### src/common/branch_pkg.sv
// Widths, address map, write word field offsets and condition codes; flags arrive as 4 bits Z,N,C,V
`default_nettype none

package branch_pkg;

    localparam int PC_WIDTH          = 10;
    localparam int WORD_WIDTH        = 36;
    localparam int D_OPERAND_WIDTH   = 10;
    localparam int THREAD_COUNT      = 8;
    localparam int THREAD_ADDR_WIDTH = 3;
    localparam int FLAGS_WIDTH       = 4;
    localparam int COND_WIDTH        = 3;

    typedef logic [PC_WIDTH-1:0]          pc_t;
    typedef logic [WORD_WIDTH-1:0]        word_t;
    typedef logic [D_OPERAND_WIDTH-1:0]   addr_t;
    typedef logic [THREAD_ADDR_WIDTH-1:0] thread_t;
    typedef logic [FLAGS_WIDTH-1:0]       flags_t;
    typedef logic [COND_WIDTH-1:0]        cond_t;

    // bit positions inside a flags word
    localparam int FLAG_ZERO     = 0;
    localparam int FLAG_NEGATIVE = 1;
    localparam int FLAG_CARRY    = 2;
    localparam int FLAG_OVERFLOW = 3;

    // each table base is aligned to THREAD_COUNT, so the low address bits pick the thread
    localparam addr_t ORIGIN_BASE      = addr_t'('h3E0);
    localparam addr_t DESTINATION_BASE = addr_t'('h3E8);
    localparam addr_t CONDITION_BASE   = addr_t'('h3F0);

    // where each table's field sits inside the ALU write word
    localparam int ORIGIN_OFFSET      = 0;
    localparam int DESTINATION_OFFSET = 10;
    localparam int CONDITION_OFFSET   = 20;

    localparam cond_t COND_NEVER    = cond_t'(0);
    localparam cond_t COND_ALWAYS   = cond_t'(1);
    localparam cond_t COND_ZERO     = cond_t'(2);
    localparam cond_t COND_NOT_ZERO = cond_t'(3);
    localparam cond_t COND_NEGATIVE = cond_t'(4);
    // positive means neither negative nor zero
    localparam cond_t COND_POSITIVE = cond_t'(5);
    localparam cond_t COND_CARRY    = cond_t'(6);
    localparam cond_t COND_OVERFLOW = cond_t'(7);

endpackage

`default_nettype wire

### src/branch_check/branch_check.sv
// Round-robin branch core; one-cycle decision latency, thread 0 issues in the first cycle after reset
`default_nettype none
`timescale 1ns/1ps

module branch_check
    import branch_pkg::*;
(
    input  logic   clock,
    input  logic   reset,
    input  pc_t    pc,
    input  flags_t flags,
    input  logic   io_ready_previous,
    input  logic   wren_origin,
    input  logic   wren_destination,
    input  logic   wren_condition,
    input  addr_t  write_addr,
    input  pc_t    origin_data,
    input  pc_t    destination_data,
    input  cond_t  condition_data,
    output pc_t    branch_destination,
    output logic   jump
);

    thread_t thread;
    pc_t     origin;
    pc_t     destination;
    cond_t   condition;
    logic    condition_met;
    logic    origin_match;
    logic    take_branch;

    // tracks which thread owns the instruction issuing this cycle
    always_ff @(posedge clock) begin
        if (reset) begin
            thread <= '0;
        end else if (thread == thread_t'(THREAD_COUNT - 1)) begin
            thread <= '0;
        end else begin
            thread <= thread + thread_t'(1);
        end
    end

    branch_table #(.width(PC_WIDTH)) origin_table (
        .clock      (clock),
        .reset      (reset),
        .wren       (wren_origin),
        .write_addr (write_addr),
        .write_data (origin_data),
        .thread     (thread),
        .read_data  (origin)
    );

    branch_table #(.width(PC_WIDTH)) destination_table (
        .clock      (clock),
        .reset      (reset),
        .wren       (wren_destination),
        .write_addr (write_addr),
        .write_data (destination_data),
        .thread     (thread),
        .read_data  (destination)
    );

    branch_table #(.width(COND_WIDTH)) condition_table (
        .clock      (clock),
        .reset      (reset),
        .wren       (wren_condition),
        .write_addr (write_addr),
        .write_data (condition_data),
        .thread     (thread),
        .read_data  (condition)
    );

    branch_condition condition_eval (
        .condition     (condition),
        .flags         (flags),
        .condition_met (condition_met)
    );

    // an annulled origin instruction must not branch
    assign origin_match = (pc == origin);
    assign take_branch  = origin_match && io_ready_previous && condition_met;

    // destination is forced to zero so the PC path can OR it in without a mux
    always_ff @(posedge clock) begin
        if (reset) begin
            jump               <= 1'b0;
            branch_destination <= '0;
        end else begin
            jump               <= take_branch;
            branch_destination <= take_branch ? destination : '0;
        end
    end

endmodule

`default_nettype wire

### src/branch_check/branch_condition.sv
// Pure decode of the eight condition codes against Z,N,C,V flags
`default_nettype none
`timescale 1ns/1ps

module branch_condition
    import branch_pkg::*;
(
    input  cond_t  condition,
    input  flags_t flags,
    output logic   condition_met
);

    logic zero;
    logic negative;
    logic carry;
    logic overflow;

    assign zero     = flags[FLAG_ZERO];
    assign negative = flags[FLAG_NEGATIVE];
    assign carry    = flags[FLAG_CARRY];
    assign overflow = flags[FLAG_OVERFLOW];

    always_comb begin
        condition_met = 1'b0;
        case (condition)
            COND_NEVER:    condition_met = 1'b0;
            COND_ALWAYS:   condition_met = 1'b1;
            COND_ZERO:     condition_met = zero;
            COND_NOT_ZERO: condition_met = !zero;
            COND_NEGATIVE: condition_met = negative;
            // strictly greater than zero
            COND_POSITIVE: condition_met = !negative && !zero;
            COND_CARRY:    condition_met = carry;
            COND_OVERFLOW: condition_met = overflow;
            default:       condition_met = 1'b0;
        endcase
    end

endmodule

`default_nettype wire

### src/branch_check/branch_table.sv
// One entry per thread, indexed by the low address bits; read for the same entry sees the old value
`default_nettype none
`timescale 1ns/1ps

module branch_table
    import branch_pkg::*;
#(
    parameter int width = 1
)
(
    input  logic             clock,
    input  logic             reset,
    input  logic             wren,
    input  addr_t            write_addr,
    input  logic [width-1:0] write_data,
    input  thread_t          thread,
    output logic [width-1:0] read_data
);

    logic [width-1:0] entries [THREAD_COUNT];
    thread_t          write_index;

    // the decoder has already checked the range, only the thread part matters here
    assign write_index = write_addr[THREAD_ADDR_WIDTH-1:0];

    always_ff @(posedge clock) begin
        if (reset) begin
            entries <= '{default: '0};
        end else if (wren) begin
            entries[write_index] <= write_data;
        end
    end

    // asynchronous read so the current thread's entry is ready within its issue cycle
    assign read_data = entries[thread];

endmodule

`default_nettype wire

### src/verilog/address_decoder.sv
// Combinational range decoder; base+count must fit the address space, clock is not used
`default_nettype none
`timescale 1ns/1ps

module address_decoder
    import branch_pkg::*;
#(
    parameter addr_t base  = '0,
    parameter int    count = 1
)
(
    input  logic  clock,
    input  addr_t addr,
    output logic  hit
);

    // clock only keeps the port list shared with a registered decoder
    localparam int unsigned range_low  = 32'(base);
    localparam int unsigned range_high = range_low + count;

    logic [31:0] addr_wide;

    assign addr_wide = 32'(addr);
    assign hit       = (addr_wide >= range_low) && (addr_wide < range_high);

endmodule

`default_nettype wire

### src/verilog/branch_check_mapped.sv
// Memory-mapped branch unit top; writes are single-cycle with no strobe other than the address range
`default_nettype none
`timescale 1ns/1ps

module branch_check_mapped
    import branch_pkg::*;
(
    input  logic   clock,
    input  logic   reset,
    input  pc_t    pc,
    input  flags_t flags,
    input  logic   io_ready_previous,
    input  addr_t  alu_write_addr,
    input  word_t  alu_write_data,
    output pc_t    branch_destination,
    output logic   jump
);

    logic  wren_origin;
    logic  wren_destination;
    logic  wren_condition;
    pc_t   origin_data;
    pc_t   destination_data;
    cond_t condition_data;

    // all three fields share one write word so a single store can set any table
    assign origin_data      = alu_write_data[ORIGIN_OFFSET +: PC_WIDTH];
    assign destination_data = alu_write_data[DESTINATION_OFFSET +: PC_WIDTH];
    assign condition_data   = alu_write_data[CONDITION_OFFSET +: COND_WIDTH];

    address_decoder #(.base(ORIGIN_BASE), .count(THREAD_COUNT)) origin_decoder (
        .clock (clock),
        .addr  (alu_write_addr),
        .hit   (wren_origin)
    );

    address_decoder #(.base(DESTINATION_BASE), .count(THREAD_COUNT)) destination_decoder (
        .clock (clock),
        .addr  (alu_write_addr),
        .hit   (wren_destination)
    );

    address_decoder #(.base(CONDITION_BASE), .count(THREAD_COUNT)) condition_decoder (
        .clock (clock),
        .addr  (alu_write_addr),
        .hit   (wren_condition)
    );

    branch_check core (
        .clock              (clock),
        .reset              (reset),
        .pc                 (pc),
        .flags              (flags),
        .io_ready_previous  (io_ready_previous),
        .wren_origin        (wren_origin),
        .wren_destination   (wren_destination),
        .wren_condition     (wren_condition),
        .write_addr         (alu_write_addr),
        .origin_data        (origin_data),
        .destination_data   (destination_data),
        .condition_data     (condition_data),
        .branch_destination (branch_destination),
        .jump               (jump)
    );

endmodule

`default_nettype wire
### config.mk
export PLATFORM = sky130hd
export DESIGN_NAME = branch_check_mapped
export DESIGN_NICKNAME = d
export VERILOG_FILES = /design/src/common/branch_pkg.sv /design/src/branch_check/branch_check.sv /design/src/branch_check/branch_condition.sv /design/src/branch_check/branch_table.sv /design/src/verilog/address_decoder.sv /design/src/verilog/branch_check_mapped.sv
export SDC_FILE = /design/constraint.sdc
export NUM_CORES = 1
export LEC_CHECK = 0
export ABC_CLOCK_PERIOD_IN_PS = 4800
export BUFFER_PORTS_ARGS = -buffer_cell sky130_fd_sc_hd__buf_2
export CAP_MARGIN = 20
export CORE_MARGIN = 3
export CORE_UTILIZATION = 45
export CTS_CLUSTER_SIZE = 40
export DETAILED_ROUTE_END_ITERATION = 12
export PLACE_DENSITY_LB_ADDON = 0.05
export SLEW_MARGIN = 20
export SYNTH_ARGS = -nofsm -noshare
export SYNTH_HDL_FRONTEND = slang
export SYNTH_SLANG_ARGS = --single-unit
### constraint.sdc
create_clock -name clock -period 4.8 [get_ports clock]
set_clock_uncertainty 0.05 [all_clocks]
set_input_delay 0.24 -clock clock [delete_from_list [all_inputs] [get_ports clock]]
set_output_delay 0.24 -clock clock [all_outputs]
set_load 0.005 [all_outputs]
* Yosys cells after proc, flatten, opt, wreduce, memory -nomap -nowiden *
Index checks and enable logic that the tools add are counted.

storage, ports and cells
  bits in registers = 198
  input bits = 63
  logic and storage cells = 78

operators by class
  add/sub/neg operators = 1
  $lt $le $gt $ge = 9
  equal/unequal tests = 9
  muxes and demuxes = 17
  bitwise operators = 3
  reduce and logical (&&, ||, !) cells = 12

operator list
  operator                                                                      count
  80-bit bitwise mux                                                            2
  10-bit binary-select mux with 3-bit select                                    2
  10-bit two-way mux                                                            5
  10-bit demux with 3-bit select                                                1
  10-bit >= comparator, second input constant                                   3
  10-bit less-than comparator, second input constant                            3
  24-bit bitwise mux                                                            1
  3-bit == test, second input constant                                          5
  10-bit == test                                                                1
  3-bit binary-select mux with 3-bit select                                     1
  3-bit demux with 3-bit select                                                 1
  3-bit two-way mux                                                             3
  4-bit >= comparator, second input constant                                    2
  3-bit inverter with 4-bit output                                              2
  1-bit one-hot mux with 8 select lines                                         1
  1-bit logical AND                                                             7
  3-bit by 2-bit == test with 1-bit output, second input constant               2
  4-bit by 1-bit less-than comparator with 1-bit output, second input constant  1
  2-bit OR reduction                                                            2
  3-bit by 1-bit adder with 3-bit output, second input constant                 1
  3-bit by 1-bit == test with 1-bit output, second input constant               1
  3-bit logical NOT                                                             1
  1-bit logical NOT                                                             2
  1-bit inverter                                                                1

* Depth between registers and ports, before layout *
  depth in word-level cells = 9
  mapped depth = 10
  gate-level depth less buffers = 6

* Hierarchy *
From an unflattened synthesis, not the netlist that was laid out.

unflattened totals
  cell total of the unflattened synthesis = 981
  area total of the unflattened synthesis = 9068.7 um^2

by module, submodules not included
  module                                     instances  cells each  area an instance (um^2)  seq. area each (um^2)
  branch_table (core.destination_table ...)  2          405         3584.7                   1601.5
  branch_table (core.condition_table)        1          96          1137.3                   480.5
  branch_check                               1          59          655.6                    280.3
  branch_condition                           1          7           46.3                     0.0
  address_decoder (origin_decoder)           1          3           22.5                     0.0
  address_decoder (condition_decoder)        1          3           20.0                     0.0
  address_decoder (destination_decoder)      1          3           17.5                     0.0

* Worst setup path before layout *
Ideal clock, no wire load.

  kind = register to register
  start = register core.thread[2]
  end = register core.branch_destination[0]
  setup time = 0.088 ns
  data arrival time = 2.092 ns
  path slack = 2.570 ns
  stages on the path, launching flop included = 8
  path buffers = 3
  clock period less this slack = 2.230 ns
  cell sequence = dfxtp_1 buf_2 buf_2 mux4_2 xnor2_1 a2111o_1 buf_4 nor4_2

between the ends
  cells in the longest elaborated chain, start to end = 9

ends and longest elaborated chain
  item                                                                                                            RTL line                                    text
  start: declaration                                                                                              branch_check.sv:24                          thread_t thread;
  start signal: assignment                                                                                        branch_check.sv:39                          thread <= thread + thread_t'(1);
  3-bit inverter with 4-bit output (not written as such) *                                                        branch_table.sv:35                          assign read_data = entries[thread];
  3-bit binary-select mux with 3-bit select / 10-bit binary-select mux with 3-bit select (equally long branches)  branch_table.sv:35
  3-bit two-way mux (not written as such) / 10-bit two-way mux (equally long branches) (2 in series)              branch_table.sv:35
  3-bit == test (tied with other cells)                                                                           branch_condition.sv:25                      case (condition)
  1-bit one-hot mux with 8 select lines / 1-bit logical AND (equally long branches)                               branch_condition.sv:25, branch_check.sv:81
  1-bit logical AND                                                                                               branch_check.sv:81                          assign take_branch = origin_match && io_ready_previous && condition_met;
  1-bit inverter (no source line)                                                                                 --
  2-bit OR reduction (no source line)                                                                             --
  end signal: assignment                                                                                          branch_check.sv:90                          branch_destination <= take_branch ? destination : '0;
  end: declaration                                                                                                branch_check.sv:20                          output pc_t branch_destination,

Every way passes the cells marked *; elsewhere a longest branch is shown, timed or not. The select of a mux whose other input is x is not followed.
A chain may end at the register's enable or synchronous reset.

* Final worst setup path *
  start = register core.thread[0]
  end = register core.branch_destination[9]

Same word-level chain as after synthesis.

==> metrics.md <==
| Metric | Value |
|---|---|
| Highest fanout seen on the critical path | `30` |
| Vias in the first global route | `6792` |
| Slew @ Worst Pin | `1050 ps` |
| Sink Count | `198` |
| Total core area | `19000 sq um` |
| Inserted Diodes | `0` |
| Hold Violations, Final | `0` |
| Leak Pwr | `0.00326 uW` |
| Placed Cells | `1230` |
| Setup-failing EPs final | `0` |
| Initial antenna violation count | `0` |
| First-pass GRT wire length | `39.5 mm` |
| DR pass1 iterations | `7` |
| H-tree depth | `4` |
| Data arrival time of the critical path | `3660 ps` |
| Layout area overhead | `10.8%` |
| Total CTS buffers | `17` |
| PortBufs | `60` |
| Min cycle time layout | `3390 ps` |
| Fraction of layout cells with a size suffix above 1 | `0.167` |
| Slew margin rel. | `0.295` |
| Slew Limit Fails | `0` |
| Power per cell area | `336 nW/um^2` |
| CTS Buffer Depth | `2` |
| Ports | `74` |
| Critical Path End Type | `flip-flop` |
| Sequential fraction of the synthesis area | `0.449` |
| Synth Net Count | `1057` |
| Multi-input logic area | `4460 sq um` |
| RSZ-0062 raised after global routing | `no` |
| Total grt overflow | `0` |
| Die W | `146 um` |
| Clk_lat worst skew | `440 ps` |
| Post-synth EDFFs | `0` |
| Post-synthesis async set-or-reset flop share | `0` |
| WL final | `25.1 mm` |
| GRT Overall Usage | `0.235` |
| Final hold slack | `73.6 ps` |
| Residual DRC count | `0` |
| Max-cap viol count | `0` |
| CTS tree | `done` |
| Initial drt markers | `643` |
| Yosys warns | `0` |
| Post-DP HPWL | `15.3 mm` |
| Crit path kind | `reg2reg` |
| Hold-fix buffers, CTS | `0` |
| Synth Register Bits | `198` |
| F_max | `0.295 GHz` |
| Tcrit/Tclk final | `0.706` |
| Max VDD drop | `0.216 mV` |
| Die ar. | `21300 sq um` |
| Core Rows | `50` |
| Syn Area/Cell | `8.89 sq um` |
| Filler cell count | `1832` |
| Via/cell ratio | `5.70` |
| Register area | `3970 sq um` |
| Synth unique cells | `37` |
| Util after Layout | `0.516` |
| Cells after Synth | `992` |
| DRT antenna net count | `0` |
| Largest net degree at the start of global routing | `122` |
| Setup Buffers After CTS | `0` |
| Layout Cells excl Fill | `1262` |
| Final #Nets | `1054` |
| WL per Instance | `19.9 um` |
| Setup TNS | `0 ps` |
| Synthesized cell area | `8820 sq um` |
| Outcome | `completed` |
| Synth Flop Type | `dfxtp_1` |
| Clock transition at the registers of the reported paths | `70 ps` |
| Worst hold path class | `in2reg` |
| Placer Congestion | `0.770` |
| DR vias | `7197` |
| Cts repair resizes | `0` |
| Die Y | `146 um` |
| Initial Utilization | `0.465` |
| Crit path required time | `5070 ps` |
| Root buf cell | `clkbuf_16` |
| Worst setup SP type | `flip-flop` |
worst max-delay path, cell delays in order (launching register included):
cell	delay [ps]
dfxtp_4	620
buf_4	590
mux4_2	620
mux2i_4	200
xnor2_1	180
a2111o_1	670
nor4_1	330
stage by stage:
stage / instance area, sq um / setup slack [ps] / total power [uW]
floorplan: 8820 / 2570 / 1850
global placement: 9200 / 1420 / 1920
detailed placement: 9200 / 1390 / 1920
CTS: 9770 / 1370 / 3300
global route: 9770 / 1220 / 3380
finish: 9770 / 1410 / 3280
final timing paths:
check                                                         from                                  to  slack (ps)  cells past startpoint
worst max-delay path                                core.thread[0]          core.branch_destination[9]        1410                      6
worst max register to register                      core.thread[0]          core.branch_destination[9]        1410                      6
worst min register to register  core.destination_table.entries[58]  core.destination_table.entries[58]         400                      2
worst min-delay path                             alu_write_data[4]       core.origin_table.entries[74]          70                      3
placed cells by master (no fill, tap or decap), types with 3 or more instances in the layout:
cell / n
mux2i_1: 73
clkinv_2: 4
xnor2_1: 9
buf_4: 18
clkbuf_16: 17
clkinv_4: 3
nand2b_1: 3
nand3_1: 155
nor3b_1: 3
dfxtp_1: 195
nor3b_2: 4
nor4_2: 9
nor2_1: 34
mux4_2: 36
a21oi_1: 153
clkbuf_8: 3
a22o_1: 3
buf_2: 59
nor3_1: 5
nand2_1: 177
Yosys cell counts, types with 2 or more instances:
master,instances,area (sq um)
dfxtp_1,198,3960
nand2_1,177,664
nand3_1,155,776
a21oi_1,153,766
clkbuf_1,74,278
mux2i_1,73,731
mux4_2,36,811
nor2_1,36,135
buf_1,11,41.3
nor4_2,9,113
xnor2_1,9,78.8
buf_2,8,40.0
nor3_1,7,35.0
nor3b_1,7,52.6
buf_6,6,67.6
a22o_1,3,26.3
nand2b_1,3,18.8
a22oi_1,2,15.0
and2_1,2,12.5
and3_1,2,12.5
ha_1,2,25.0
nand4_1,2,12.5
nor2b_1,2,12.5
nor4_1,2,12.5
registers in the layout, indices dropped and copies added, names as in the netlist:
register	flops
core.destination_table.entries	80
core.origin_table.entries	80
core.condition_table.entries	24
core.branch_destination	10
core.thread	3
core.jump	1
layer usage:
layer / share of wire / global-route usage
met2: 0.44 / 0.349
met4: 0.0094 / 0.0517
met5: 0 / 0
met1: 0.49 / 0.354
met3: 0.059 / 0.0487
logic make-up after synthesis:
kind of cell               after synthesis  synth area share
and+or+nand+nor                        407             0.214
DFF                                    198             0.449
AOI/OAI and AO/OA                      164            0.0973
muxes                                  110             0.177
buffers and inverters                  101            0.0496
xor gates and xnor gates                10           0.00993
adders and majority gates                2           0.00284
final cells by class:
class	instances	area share
Clock buffer	21	0.0481
Clock inverter	11	0.0102
Inverter	1	0.000384
Multi-Input combinational cell	693	0.457
Sequential cell	198	0.406
Tap cell	260	0.0333
Timing Repair Buffer	78	0.0452
power by group:
group | total, uW | switching (uW) | internal [uW]
Clock | 1400 | 644 | 758
Sequential | 1660 | 18.2 | 1640
Combinational | 214 | 142 | 72.2
(Power assumes the default switching activity.)
